===== src/phase_aligner_defines.svh =====
// --------------------------------------
// Widths, DRP addresses, masks and CDR
// step constants for the bitslip logic.
// Included by the package and the RTL.
// --------------------------------------
`ifndef PHASE_ALIGNER_DEFINES_SVH
`define PHASE_ALIGNER_DEFINES_SVH

// Bus widths
`define PA_DRP_ADDR_W           10
`define PA_DRP_DATA_W           16
`define PA_CDR_PI_W             7

// MGT DRP register addresses
`define PA_ADDR_DMONITOR_CFG1   10'h03A
`define PA_ADDR_RXCDR_CFG1      10'h00F

// DMONITOR_CFG1 bits kept on the write-back
`define PA_MASK_DMONITOR_CFG1   16'h00FF

// Upper byte of DMONITOR_CFG1, selects CDR PI monitoring
`define PA_DMON_SEL_CDR         8'h01

// PI field position inside RXCDR_CFG1
`define PA_CDR_PI_SHIFT         9

// One bitslip walks the PI a full turn in these steps
`define PA_CDR_STEP_SIZE        32
`define PA_CDR_NUM_STEPS        4

`endif


===== src/phase_aligner_pkg.sv =====
// --------------------------------------
// Shared types for the recovered-clock
// bitslip design: DRP words, PI value,
// DRP operation and sequencer states.
// --------------------------------------
`include "phase_aligner_defines.svh"

package phase_aligner_pkg;

    // DRP bus words
    typedef logic [`PA_DRP_ADDR_W-1:0] drp_addr_t;
    typedef logic [`PA_DRP_DATA_W-1:0] drp_data_t;

    // CDR phase interpolator value
    typedef logic [`PA_CDR_PI_W-1:0] cdr_pi_t;

    // DRP access type
    typedef enum logic {
        drp_read,
        drp_write
    } drp_op_t;

    // Sequencer FSM states
    typedef enum logic [2:0] {
        reset_s,
        dmon_read_s,
        dmon_write_s,
        idle_s,
        cdr_step_s
    } seq_state_t;

endpackage


===== src/drp_req_if.sv =====
// --------------------------------------
// One DRP request and its completion,
// from the sequencer to the DRP port.
// req is held until the done pulse.
// --------------------------------------
`timescale 1ns/1ps

interface drp_req_if;
    import phase_aligner_pkg::*;

    // Request side
    logic      req;
    drp_op_t   op;
    drp_addr_t addr;
    drp_data_t wdata;

    // Completion side, rdata valid with done on reads
    logic      done;
    drp_data_t rdata;

    modport requester (
        output req,
        output op,
        output addr,
        output wdata,
        input  done,
        input  rdata
    );

    modport port (
        input  req,
        input  op,
        input  addr,
        input  wdata,
        output done,
        output rdata
    );

endinterface


===== src/mgt_drp_port.sv =====
// --------------------------------------
// MGT DRP master. Turns one request from
// drp_req_if into an enable/ready cycle
// on the DRP pins and returns read data.
// --------------------------------------
`timescale 1ns/1ps

module mgt_drp_port (
    input  logic                         i_clk_freerun,
    input  logic                         i_rst_clk_freerun,
    // Request from the sequencer
    drp_req_if.port                      drp,
    // MGT DRP pins
    output logic                         o_mgt_drpen,
    output logic                         o_mgt_drpwe,
    output phase_aligner_pkg::drp_addr_t o_mgt_drpaddr,
    output phase_aligner_pkg::drp_data_t o_mgt_drpdi,
    input  logic                         i_mgt_drprdy,
    input  phase_aligner_pkg::drp_data_t i_mgt_drpdo
);
    import phase_aligner_pkg::*;

    logic      start;
    logic      finish;
    logic      done_q;
    drp_data_t rdata_q;

    // New access only when idle and not in the done cycle of the last one
    assign start  = drp.req & ~o_mgt_drpen & ~done_q;
    assign finish = o_mgt_drpen & i_mgt_drprdy;

    // --------------------------------------
    // Enable and completion
    // --------------------------------------
    always_ff @(posedge i_clk_freerun) begin
        if (i_rst_clk_freerun) begin
            o_mgt_drpen <= 1'b0;
            done_q      <= 1'b0;
        end else begin
            // Enable held until the slave answers
            if (start) begin
                o_mgt_drpen <= 1'b1;
            end else if (finish) begin
                o_mgt_drpen <= 1'b0;
            end
            done_q <= finish;
        end
    end

    // --------------------------------------
    // Pin registers and read capture
    // --------------------------------------
    always_ff @(posedge i_clk_freerun) begin
        // Latched once per access, stable while enable is high
        if (start) begin
            o_mgt_drpwe   <= (drp.op == drp_write);
            o_mgt_drpaddr <= drp.addr;
            o_mgt_drpdi   <= drp.wdata;
        end
        if (finish && !o_mgt_drpwe) begin
            rdata_q <= i_mgt_drpdo;
        end
    end

    // Completion back to the requester
    assign drp.done  = done_q;
    assign drp.rdata = rdata_q;

endmodule


===== src/bitslip_sequencer.sv =====
// --------------------------------------
// Startup DMONITOR setup, then one CDR PI
// walk per rising edge of i_bitslip. All
// DRP traffic goes out on drp_req_if.
// --------------------------------------
`timescale 1ns/1ps
`include "phase_aligner_defines.svh"

module bitslip_sequencer (
    input  logic                         i_clk_freerun,
    input  logic                         i_rst_clk_freerun,
    // User bitslip request
    input  logic                         i_bitslip,
    // MGT DMONITOR output, PI value in the low bits
    input  phase_aligner_pkg::drp_data_t i_dmonitorout,
    // DRP request towards the port
    drp_req_if.requester                 drp,
    // Status and CDR override
    output logic                         o_bitslip_rdy,
    output logic                         o_rxcdrovrden
);
    import phase_aligner_pkg::*;

    localparam int unsigned STEP_CNT_W = $clog2(`PA_CDR_NUM_STEPS);

    seq_state_t state;

    // DMONITOR_CFG1 as read at startup
    drp_data_t dmon_cfg_q;
    drp_data_t dmon_wdata;

    // Bitslip edge detect
    logic bitslip_q;
    logic bitslip_edge;

    // PI walk
    cdr_pi_t                 cdr_pi_q;
    logic [STEP_CNT_W-1:0]   step_cnt;
    logic                    last_step;
    logic                    step_done;

    assign bitslip_edge = i_bitslip & ~bitslip_q;

    assign step_done = (state == cdr_step_s) & drp.done;
    assign last_step = (step_cnt == STEP_CNT_W'(`PA_CDR_NUM_STEPS - 1));

    // Low byte kept, monitor select in the upper byte
    assign dmon_wdata = (dmon_cfg_q & `PA_MASK_DMONITOR_CFG1)
                      | (drp_data_t'(`PA_DMON_SEL_CDR) << 8);

    // --------------------------------------
    // State machine
    // --------------------------------------
    always_ff @(posedge i_clk_freerun) begin
        if (i_rst_clk_freerun) begin
            state <= reset_s;
        end else begin
            case (state)
                reset_s: begin
                    state <= dmon_read_s;
                end
                // Fetch current DMONITOR configuration
                dmon_read_s: begin
                    if (drp.done) begin
                        state <= dmon_write_s;
                    end
                end
                // Switch monitor to CDR PI
                dmon_write_s: begin
                    if (drp.done) begin
                        state <= idle_s;
                    end
                end
                // Edges arriving in any other state are dropped
                idle_s: begin
                    if (bitslip_edge) begin
                        state <= cdr_step_s;
                    end
                end
                cdr_step_s: begin
                    if (drp.done && last_step) begin
                        state <= idle_s;
                    end
                end
                default: begin
                    state <= reset_s;
                end
            endcase
        end
    end

    // Ready one cycle after idle is entered, dropped right after an edge
    always_ff @(posedge i_clk_freerun) begin
        if (i_rst_clk_freerun) begin
            bitslip_q     <= 1'b0;
            o_bitslip_rdy <= 1'b0;
        end else begin
            bitslip_q     <= i_bitslip;
            o_bitslip_rdy <= (state == idle_s) & ~bitslip_edge;
        end
    end

    // Keep the read value for the write-back
    always_ff @(posedge i_clk_freerun) begin
        if (state == dmon_read_s && drp.done) begin
            dmon_cfg_q <= drp.rdata;
        end
    end

    // --------------------------------------
    // CDR PI walk
    // --------------------------------------
    always_ff @(posedge i_clk_freerun) begin
        if (i_rst_clk_freerun) begin
            step_cnt <= '0;
        end else if (state == idle_s) begin
            step_cnt <= '0;
        end else if (step_done) begin
            step_cnt <= step_cnt + 1'b1;
        end
    end

    // PI advanced before each write, wraps at 128
    always_ff @(posedge i_clk_freerun) begin
        if (state == idle_s && bitslip_edge) begin
            cdr_pi_q <= i_dmonitorout[`PA_CDR_PI_W-1:0] + cdr_pi_t'(`PA_CDR_STEP_SIZE);
        end else if (step_done && !last_step) begin
            cdr_pi_q <= cdr_pi_q + cdr_pi_t'(`PA_CDR_STEP_SIZE);
        end
    end

    // Override strobe in each PI write's done cycle
    assign o_rxcdrovrden = step_done;

    // --------------------------------------
    // DRP request decode
    // --------------------------------------
    always_comb begin
        drp.req   = 1'b0;
        drp.op    = drp_write;
        drp.addr  = `PA_ADDR_DMONITOR_CFG1;
        drp.wdata = '0;
        case (state)
            dmon_read_s: begin
                drp.req = 1'b1;
                drp.op  = drp_read;
            end
            dmon_write_s: begin
                drp.req   = 1'b1;
                drp.wdata = dmon_wdata;
            end
            cdr_step_s: begin
                drp.req   = 1'b1;
                drp.addr  = `PA_ADDR_RXCDR_CFG1;
                drp.wdata = drp_data_t'(cdr_pi_q) << `PA_CDR_PI_SHIFT;
            end
            default: begin
                drp.req = 1'b0;
            end
        endcase
    end

endmodule


===== src/rxrecclk_bitslip_top.sv =====
// --------------------------------------
// Top level of the recovered-clock
// bitslip logic. Sequencer and DRP port
// joined by one drp_req_if, no registers.
// --------------------------------------
`timescale 1ns/1ps

module rxrecclk_bitslip_top (
    // Clock and reset
    input  logic                         clk_freerun,
    input  logic                         rst_clk_freerun,
    // User bitslip
    input  logic                         i_bitslip,
    output logic                         o_bitslip_rdy,
    // MGT DRP
    output logic                         o_mgt_drpen,
    output logic                         o_mgt_drpwe,
    output phase_aligner_pkg::drp_addr_t o_mgt_drpaddr,
    output phase_aligner_pkg::drp_data_t o_mgt_drpdi,
    input  logic                         i_mgt_drprdy,
    input  phase_aligner_pkg::drp_data_t i_mgt_drpdo,
    // MGT DMONITOR
    input  phase_aligner_pkg::drp_data_t i_dmonitorout,
    // MGT CDR override
    output logic                         o_rxcdrovrden
);

    // --------------------------------------
    // Internal DRP request channel
    // --------------------------------------
    drp_req_if drp_req_if_inst ();

    // Configuration and PI walk FSM
    bitslip_sequencer bitslip_sequencer_inst (
        .i_clk_freerun     (clk_freerun),
        .i_rst_clk_freerun (rst_clk_freerun),
        .i_bitslip         (i_bitslip),
        .i_dmonitorout     (i_dmonitorout),
        .drp               (drp_req_if_inst.requester),
        .o_bitslip_rdy     (o_bitslip_rdy),
        .o_rxcdrovrden     (o_rxcdrovrden)
    );

    // Enable/ready cycle on the MGT pins
    mgt_drp_port mgt_drp_port_inst (
        .i_clk_freerun     (clk_freerun),
        .i_rst_clk_freerun (rst_clk_freerun),
        .drp               (drp_req_if_inst.port),
        .o_mgt_drpen       (o_mgt_drpen),
        .o_mgt_drpwe       (o_mgt_drpwe),
        .o_mgt_drpaddr     (o_mgt_drpaddr),
        .o_mgt_drpdi       (o_mgt_drpdi),
        .i_mgt_drprdy      (i_mgt_drprdy),
        .i_mgt_drpdo       (i_mgt_drpdo)
    );

endmodule


===== config.mk =====
export PLATFORM = sky130hd
export DESIGN_NAME = rxrecclk_bitslip_top
export DESIGN_NICKNAME = d
export VERILOG_FILES = /design/src/phase_aligner_pkg.sv /design/src/drp_req_if.sv /design/src/mgt_drp_port.sv /design/src/bitslip_sequencer.sv /design/src/rxrecclk_bitslip_top.sv
export VERILOG_INCLUDE_DIRS = /design/src
export SDC_FILE = /design/constraint.sdc
export NUM_CORES = 1
export LEC_CHECK = 0
export BUFFER_PORTS_ARGS = -buffer_cell sky130_fd_sc_hd__buf_2
export CORE_UTILIZATION = 45
export DETAILED_ROUTE_END_ITERATION = 10
export PLACE_DENSITY = 0.7
export SETUP_SLACK_MARGIN = 0.3
export SYNTH_ARGS = -nofsm -noshare
export SYNTH_HDL_FRONTEND = slang
export SYNTH_HIERARCHICAL = 1
export SYNTH_SLANG_ARGS = --single-unit

===== constraint.sdc =====
create_clock -name clk_freerun -period 4.4 [get_ports clk_freerun]
set_input_delay 1.32 -clock clk_freerun [delete_from_list [all_inputs] [get_ports clk_freerun]]
set_output_delay 1.32 -clock clk_freerun [all_outputs]
set_load 0.03 [all_outputs]

## Yosys cells after proc, flatten, opt, wreduce, memory -nomap -nowiden

Index checks and enable logic that the tools add are counted.

| word-level totals | value |
|---|---|
| register bits after elaboration | 59 |
| memories kept | 0 |
| word-level logic and storage cells | 60 |
| input bits | 36 |
| bits in writable memories | 0 |
| latch bits | 0 |
| output and inout bits | 30 |
| bits in read-only memories | 0 |

| cells by class | value |
|---|---|
| div/mod/pow operators | 0 |
| mux-type cells | 13 |
| order comparisons | 0 |
| multiply operators | 0 |
| reductions and logical operators | 13 |
| add/sub/neg operators | 3 |
| equal/unequal tests | 9 |
| bitwise gates (word level) | 10 |
| shift operators | 0 |

Operators by type and width:

| operator | number |
|---|---|
| 16-bit case mux with 2 select lines | 1 |
| 3-bit case mux with 5 select lines | 1 |
| 7-bit by 6-bit adder with 7-bit output, second input constant | 2 |
| 7-bit two-way mux | 2 |
| 3-bit two-way mux | 4 |
| 1-bit AND | 6 |
| 3-bit by 2-bit equality test with 1-bit output, second input constant | 2 |
| 6-bit two-way mux | 1 |
| 2-bit by 1-bit != test with 1-bit output, second input constant | 3 |
| 1-bit logical AND | 5 |
| 1-bit two-way mux | 4 |
| 1-bit NOT | 4 |
| 4-bit AND reduction | 1 |
| 2-bit nonzero test | 2 |
| 3-bit by 1-bit equality test with 1-bit output, second input constant | 1 |
| 3-bit equality test, second input constant | 1 |
| 3-bit zero test | 1 |
| 3-bit OR reduction | 1 |
| 2-bit by 1-bit adder with 2-bit output, second input constant | 1 |
| 2-bit equality test, second input constant | 1 |
| 1-bit zero test | 2 |
| 2-bit != test, second input constant | 1 |
| 2-bit OR reduction | 1 |

## Depth between registers and ports, before layout

Gate-level depths: netlist of run 1.

| depth | value |
|---|---|
| word-level depth | 6 |
| depth in mapped cells | 5 |
| mapped depth without buffers | 4 |

## Cells and area by module

Netlist of run 1, hierarchy kept.

Modules (own cells, without submodules):

| module | cells an instance | seq. area each (um^2) | area an instance (um^2) | times used |
|---|---|---|---|---|
| mgt_drp_port | 51 | 1331.3 | 1371.3 | 1 |
| bitslip_sequencer | 90 | 590.6 | 1077.3 | 1 |

## Least setup slack after synthesis of run 1

OpenSTA, ideal clock, no wires.

| timing path | value |
|---|---|
| path type | input -> register |
| start point | input i_mgt_drprdy |
| end point | register mgt_drp_port_inst.rdata_q[0] (netlist: mgt_drp_port_inst/drp.rdata[0]), enable pin |
| path slack | 1.918 ns |
| data required time | 4.012 ns |
| arrival time | 2.094 ns |
| setup time | 0.388 ns |
| stages on the path | 2 |
| buffers on the path | 0 |
| cells stage by stage | nand2_1 > nor2_1 |

| on the way | value |
|---|---|
| word-level cells in the longest chain between the ends | 2 |

RTL lines:

| what | line | RTL |
|---|---|---|
| from (decl) | rxrecclk_bitslip_top.sv:20 | `input logic i_mgt_drprdy,` |
| 1-bit AND | mgt_drp_port.sv:30 | `assign finish = o_mgt_drpen & i_mgt_drprdy;` |
| 1-bit logical AND | mgt_drp_port.sv:60 | `if (finish && !o_mgt_drpwe) begin` |
| to (signal assigned) | mgt_drp_port.sv:61 | `rdata_q <= i_mgt_drpdo;` |
| to (decl) | mgt_drp_port.sv:26 | `drp_data_t rdata_q;` |

No other way between the ends.
A chain may end at the register's enable or synchronous reset.

## Worst setup path in the final report of run 1

| timing path | value |
|---|---|
| start point | register bitslip_sequencer_inst.state[0] |
| end point | output o_rxcdrovrden |

| on the way | value |
|---|---|
| word-level cells in the longest chain between the ends | 2 |

RTL lines:

| what | line | RTL |
|---|---|---|
| from (decl) | bitslip_sequencer.sv:26 | `seq_state_t state;` |
| from (signal assigned) | bitslip_sequencer.sv:56 | `state <= reset_s;` |
| from (signal assigned) | bitslip_sequencer.sv:60 | `state <= dmon_read_s;` |
| from (signal assigned) | bitslip_sequencer.sv:65 | `state <= dmon_write_s;` |
| 3-bit equality test | bitslip_sequencer.sv:44 | `assign step_done = (state == cdr_step_s) & drp.done;` |
| 1-bit AND | bitslip_sequencer.sv:44 |  |
| to (decl) | rxrecclk_bitslip_top.sv:25 | `output logic o_rxcdrovrden` |

No other way between the ends.

==> summary.md, run 1 <==
| Metric | Value |
|---|---|
| Outcome | `completed` |
| # nets final | `223` |
| Critical path capture point type | `primary output` |
| TritonCTS Sinks | `59` |
| Gr usage total | `13.3%` |
| Post-CTS Resized | `0` |
| Ant diodes | `0` |
| Pre-CTS worst setup slack | `2.02 ns` |
| Routed Antenna Nets | `0` |
| FF-to-FF setup slack | `2.52 ns` |
| Port Buf Inserts | `48` |
| RSZ-0062 raised after global routing | `false` |
| Final worst slack | `1.68 ns` |
| Post-layout util | `56.2%` |
| Tmin final | `2.72 ns` |
| Die area | `5190 sq um` |
| Cell area power density | `450 nW/um^2` |
| Hold Crit Start | `mgt_drp_port_inst/drp.rdata[0]$_DFFE_PP_` |
| Mapped cell area | `2210 sq um` |
| Die W | `72.1 microns` |
| R2R depth | `3` |
| Layout Cells excl Fill | `258` |
| Syn Area/Cell | `16.6 sq um` |
| Clock buffer depth | `2` |
| Setup CP Type | `reg -> out` |
| CTS tree | `yes` |
| P_leak | `1.03 nW` |
| Slew headroom | `57.0%` |
| Share of cells above drive strength 1 | `38.2%` |
| DR WL met2 | `1.55 mm` |
| Crit start category | `flop` |
| Vias in the first global route | `1145` |
| Starting Density | `46.8%` |
| Max IR drop VDD | `0.258 mV` |
| Worst Hold End | `bitslip_sequencer_inst/dmon_cfg_q[0]$_DFFE_PP_` |
| Worst r2r src | `bitslip_sequencer_inst/state[0]$_SDFFE_PP0P_` |
| TritonRoute pass-1 iters | `4` |
| Max Used Layer | `met4` |
| Total of max-cap violations | `0` |
| Root buffer selected by CTS | `clkbuf_8` |
| Crit Reg-Reg Endpoint | `bitslip_sequencer_inst/dmon_cfg_q[0]$_DFFE_PP_` |
| Worst-Margin Slew | `0.642 ns` |
| Fmax achieved | `368 MHz` |
| Pin count of the biggest net entering global routing | `27` |
| Core ar. | `4720 sq um` |
| Die height | `72.1 microns` |
| Syn Inst Count | `133` |
| Area grow syn2layout | `20.1%` |
| WL final | `3.19 mm` |
| Dpl cells | `242` |
| Ys Warns | `6` |
| Final setup violation count | `0` |
| Global-route wire length before repair | `4.98 mm` |
| Total grt overflow | `0` |
| Post-CTS Setup Bufs | `0` |
| Post-detail-place hpwl | `2.31 mm` |
| Fill cells | `395` |
| Worst EP arrival | `1.40 ns` |
| Clock latency on the worst-skew pair | `0.31 ns` |
| Setup Total Neg Slack | `0 ns` |
| Period utilization | `61.7%` |
| Final Hold Vio Count | `0` |
| Min-delay worst type | `reg -> reg` |
| # hold bufs at CTS | `0` |
| Clk_skew | `0.00518 ns` |
| Clock Pin Slew Worst Setup and Hold Paths | `0.06 ns` |
| Placer congestion estimate | `0.764` |
| CP required | `3.08 ns` |
| Vias | `1191` |
| Met1 WL | `1.36 mm` |
| Met3 wire length | `208 microns` |
| Final Max Tran Viols | `0` |
| Initial DRC Count | `91` |
| Initial antenna violation count | `0` |
| Hold path depth | `0` |
| H-tree levels | `3` |
| DR WL/cell | `12.4 microns` |
| TritonCTS Buffers | `9` |
| Cell Rows | `25` |
| CP Max Fanout | `11` |
| Vias per cell | `4.62` |
| Remaining DRCs | `0` |
| # IOs | `66` |
[routing by layer]
layer  vias to the layer above  track usage (%)
li1                        574                -
met4                         0             10.2
met1                       562             15.4
met2                        47             21.1
met5                         -                0
met3                         8             3.47
[state kept, by name, indices dropped and copies added (netlist names)]
| register | count |
|---|---|
| bitslip_sequencer_inst/o_bitslip_rdy | 1 |
| bitslip_sequencer_inst/dmon_cfg_q | 8 |
| mgt_drp_port_inst/drp.done | 1 |
| bitslip_sequencer_inst/bitslip_q | 1 |
| bitslip_sequencer_inst/step_cnt | 2 |
| mgt_drp_port_inst/drp.rdata | 8 |
| mgt_drp_port_inst/o_mgt_drpen | 1 |
| mgt_drp_port_inst/o_mgt_drpdi | 16 |
| bitslip_sequencer_inst/cdr_pi_q | 7 |
| mgt_drp_port_inst/o_mgt_drpaddr | 10 |
| bitslip_sequencer_inst/state | 3 |
| mgt_drp_port_inst/o_mgt_drpwe | 1 |
[worst max path at each step]
stage / slack, ns / cells past startpoint / end / from
final: 1.68 / 2 / o_rxcdrovrden / bitslip_sequencer_inst/state[0]$_SDFFE_PP0P_
after global routing: 1.62 / 2 / o_rxcdrovrden / bitslip_sequencer_inst/state[0]$_SDFFE_PP0P_
after CTS: 1.68 / 2 / o_rxcdrovrden / bitslip_sequencer_inst/state[0]$_SDFFE_PP0P_
after detailed placement: 2.02 / 2 / o_rxcdrovrden / bitslip_sequencer_inst/state[0]$_SDFFE_PP0P_
after global placement: 2.04 / 5 / bitslip_sequencer_inst/cdr_pi_q[5]$_DFFE_PP_ / i_bitslip
after floorplan: 2.13 / 4 / mgt_drp_port_inst/o_mgt_drpaddr[0]$_DFFE_PP_ / bitslip_sequencer_inst/state[0]$_SDFFE_PP0P_
[report_power, final]
group / switching (mW) / leakage, nW / internal, mW
Combinational: 0.0730 / 0.404 / 0.0291
Clock: 0.184 / 0.0890 / 0.260
Sequential: 0.0109 / 0.540 / 0.637
Total: 0.268 / 1.03 / 0.926
[area by class of cell]
| type | instances | area [sq um] | area share [%] |
|---|---|---|---|
| Clock buffer | 13 | 139 | 5.24 |
| Multi-Input combinational cell | 61 | 439 | 16.6 |
| Timing Repair Buffer | 49 | 248 | 9.34 |
| Tap cell | 67 | 83.8 | 3.16 |
| Sequential cell | 59 | 1680 | 63.4 |
| Inverter | 6 | 22.5 | 0.849 |
| Clock inverter | 3 | 38.8 | 1.46 |
[cells in the final DEF (no fill, tap or decap), types with 3 or more instances in the layout]
| cell type | n |
|---|---|
| clkbuf_1 | 4 |
| conb_1 | 6 |
| inv_2 | 4 |
| dfxtp_1 | 9 |
| nor2_1 | 3 |
| edfxtp_1 | 50 |
| nor2b_1 | 3 |
| buf_2 | 48 |
| and2_1 | 15 |
| clkbuf_8 | 9 |
| nand2_1 | 3 |
[metrics by stage]
stage / total power [mW] / hold WS (ns) / cell area [sq um]
after global placement: 0.759 / 0.404 / 2470
after detailed placement: 0.762 / 0.407 / 2470
after floorplan: 0.730 / 0.400 / 2220
after CTS: 1.20 / 0.424 / 2650
after global routing: 1.23 / 0.438 / 2650
final: 1.19 / 0.428 / 2650
[critical path: stages, from the launching register on]
cell	delay, ns
dfxtp_1	0.58
and4bb_2	0.32
buf_2	0.18
Power figures use the tool's default switching activity.
==> run 2: changes to the inputs <==
--- a/config.mk
+++ b/config.mk
@@ -6,6 +6,7 @@
 export SDC_FILE = /design/constraint.sdc
 export NUM_CORES = 1
 export LEC_CHECK = 0
+export ABC_AREA = 1
 export BUFFER_PORTS_ARGS = -buffer_cell sky130_fd_sc_hd__buf_2
 export CORE_UTILIZATION = 45
 export DETAILED_ROUTE_END_ITERATION = 10
==> constraint.sdc (replaced) <==
create_clock -name clk_freerun -period 2.5 [get_ports clk_freerun]
set_input_delay 0.75 -clock clk_freerun [delete_from_list [all_inputs] [get_ports clk_freerun]]
set_output_delay 0.75 -clock clk_freerun [all_outputs]
set_load 0.03 [all_outputs]
==> run 2 against run 1 <==
  * Power grew to 2.7 times the previous value
  * Count of clock-buffer cells in the layout is 4 lower
  * Clock power is 77% higher
  * Critical path type unchanged
  * Largest power group unchanged
  * Register-to-register slack worse by 1.8 ns
  * Hold slack worse by 0.0086 ns
  * Highest routed layer unchanged
  * Largest cell class unchanged
  * Sequential share of layout area is 1.1 points lower
  * Clock skew is 0.0031 ns higher
==> summary.md, run 2 <==
| Metric | Value |
|---|---|
| Initial antenna violation count | `0 (unchanged)` |
| Slew headroom | `57.1% (about the same)` |
| Final setup violation count | `0 (unchanged)` |
| Cell Rows | `25 (unchanged)` |
| Min-delay worst type | `reg -> reg` |
| Core ar. | `4750 sq um (+0.66%)` |
| CP required | `1.75 ns (-1.33 ns)` |
| Final Hold Vio Count | `0 (unchanged)` |
| Initial DRC Count | `39 (-57%)` |
| Largest Register | `mgt_drp_port_inst/o_mgt_drpdi` |
| Cell area power density | `1170 nW/um^2 (+160%)` |
| Ant diodes | `0 (unchanged)` |
| Ys Warns | `6 (unchanged)` |
| Die area | `5230 sq um (+0.76%)` |
| Pwr Total | `3.16 mW (+170%)` |
| Post-CTS Resized | `0 (unchanged)` |
| WL final | `2.97 mm (-6.9%)` |
| Worst EP arrival | `1.32 ns (-0.08 ns)` |
| Post-detail-place hpwl | `2.08 mm (-9.7%)` |
| Mapped cell area | `2230 sq um (+0.79%)` |
| CP Max Fanout | `11 (unchanged)` |
| TritonCTS Sinks | `59 (unchanged)` |
| Post-CTS Setup Bufs | `0 (unchanged)` |
| Storage cell area | `1680 sq um (unchanged)` |
| Syn Area/Cell | `12.9 sq um (-22%)` |
| Global-route wire length before repair | `4.83 mm (-3.0%)` |
| # IOs | `66 (unchanged)` |
| Fmax achieved | `482 MHz` |
| Cells along the critical path | `nor2_2 > nand2_4 > nor2_4 > buf_2` |
| Max reg flops | `16 (unchanged)` |
| # nets final | `265 (+19%)` |
| Starting Density | `46.8% (+0.061 points)` |
| Placer congestion estimate | `0.718 (-6.1%)` |
| Clk_skew | `0.00828 ns (+0.00310 ns)` |
| Setup Total Neg Slack | `0 ns (unchanged)` |
| DR WL/cell | `9.89 microns (-20%)` |
| Syn Inst Count | `172 (+29%)` |
| Root buffer selected by CTS | `clkbuf_8` |
| RSZ-0062 raised after global routing | `false` |
| Area grow syn2layout | `21.2%` |
| Crit start category | `flop` |
| Vias in the first global route | `1128 (-1.5%)` |
| Total of max-cap violations | `0 (unchanged)` |
| Critical path capture point type | `primary output` |
| TritonRoute pass-1 iters | `4 (unchanged)` |
| Die W | `72.3 microns (+0.38%)` |
| Share of cells above drive strength 1 | `33.5% (-4.7 points)` |
| Clock Pin Slew Worst Setup and Hold Paths | `0.07 ns (about the same)` |
| Period utilization | `83.0%` |
| Final Max Tran Viols | `0 (unchanged)` |
| # hold bufs at CTS | `0 (unchanged)` |
| Gr usage total | `12.9% (-0.35 points)` |
| TritonCTS Buffers | `9 (unchanged)` |
| Worst-Margin Slew | `0.642 ns (-0.000470 ns)` |
| Routed Antenna Nets | `0 (unchanged)` |
| Hold Slack | `0.420 ns (-0.00855 ns)` |
| Outcome | `completed` |
| Multi-input combinational cell area | `382 sq um (-13%)` |
| CTS tree | `yes` |
| Worst stage delay on the critical path | `0.35 ns (-0.23 ns)` |
| Tmin final | `2.07 ns` |
| Total grt overflow | `0 (unchanged)` |
| Most common cell after layout, fill and taps aside | `edfxtp_1` |
| Port Buf Inserts | `48 (unchanged)` |
| Setup CP Type | `reg -> out` |
| H-tree levels | `3 (unchanged)` |
| Vias | `1259 (+5.7%)` |
| Max IR drop VDD | `0.763 mV (+200%)` |
| Largest regs | `mgt_drp_port_inst/o_mgt_drpdi (16), mgt_drp_port_inst/o_mgt_drpaddr (10)` |
| Remaining DRCs | `0 (unchanged)` |
| Pin count of the biggest net entering global routing | `28 (+3.7%)` |
| Clock buffer depth | `2 (unchanged)` |
| Clock latency on the worst-skew pair | `0.32 ns (about the same)` |
| Vias per cell | `4.20 (-9.1%)` |
| Die height | `72.3 microns (+0.38%)` |
| Commonest non-fill, non-tap cells in the layout | `edfxtp_1 (50), buf_2 (48), inv_1 (30), nor2_1 (24), nand2_1 (22)` |
| Slowest-stage cell, CP | `dfxtp_1` |
| P_leak | `1.17 nW (+13%)` |
| Fill cells | `423 (+7.1%)` |
-- run 2: final timing paths --
path	from	end	slack, ns	cells past startpoint
hold / removal	mgt_drp_port_inst/drp.rdata[6]$_DFFE_PP_	bitslip_sequencer_inst/dmon_cfg_q[6]$_DFFE_PP_	0.42	0
setup / recovery	bitslip_sequencer_inst/state[0]$_SDFFE_PP0P_	o_rxcdrovrden	0.43	4
hold reg to reg	mgt_drp_port_inst/drp.rdata[6]$_DFFE_PP_	bitslip_sequencer_inst/dmon_cfg_q[6]$_DFFE_PP_	0.42	0
setup reg to reg	bitslip_sequencer_inst/state[0]$_SDFFE_PP0P_	mgt_drp_port_inst/o_mgt_drpdi[13]$_DFFE_PP_	0.76	8
-- run 2: per-layer routing --
metal	share of wire, %	global-route usage (%)
met1	44	14.1
met2	48	20.7
met3	5.7	6.25
met4	1.8	7.19
met5	0	0
-- run 2: critical path, delay by kind of cell (launching register included) --
family / cells / cell delay (ns)
flops: 1 / 0.35
simple gates: 3 / 0.43
buf+inv: 1 / 0.21
-- run 2: per-stage QoR --
| step | area [sq um] | std cells | util [%] | setup WS [ns] |
|---|---|---|---|---|
| after floorplan | 2240 | 176 | - | 0.523 |
| after global placement | 2510 | 284 | 52.9 | 0.761 |
| after detailed placement | 2510 | 284 | 52.9 | 0.724 |
| after CTS | 2700 | 300 | 56.7 | 0.393 |
| after global routing | 2700 | 300 | 56.7 | 0.325 |
| final | 2700 | 300 | 56.7 | 0.426 |
-- run 2: layout make-up --
cell class / instances / area share (%)
clock buffers: 9 / 4.59
repair buffers: 49 / 9.18
inverters: 32 / 4.45
flip-flops and latches: 59 / 62.3
clock inverters: 7 / 2.18
multi-input cells: 77 / 14.1
well taps: 67 / 3.11
-- run 2: report_power, final --
part,switching (mW),total [mW],internal (mW)
sequential,0.0779,1.46,1.38
clock,0.342,0.788,0.446
combinational,0.697,0.919,0.222
total,1.12,3.16,2.05
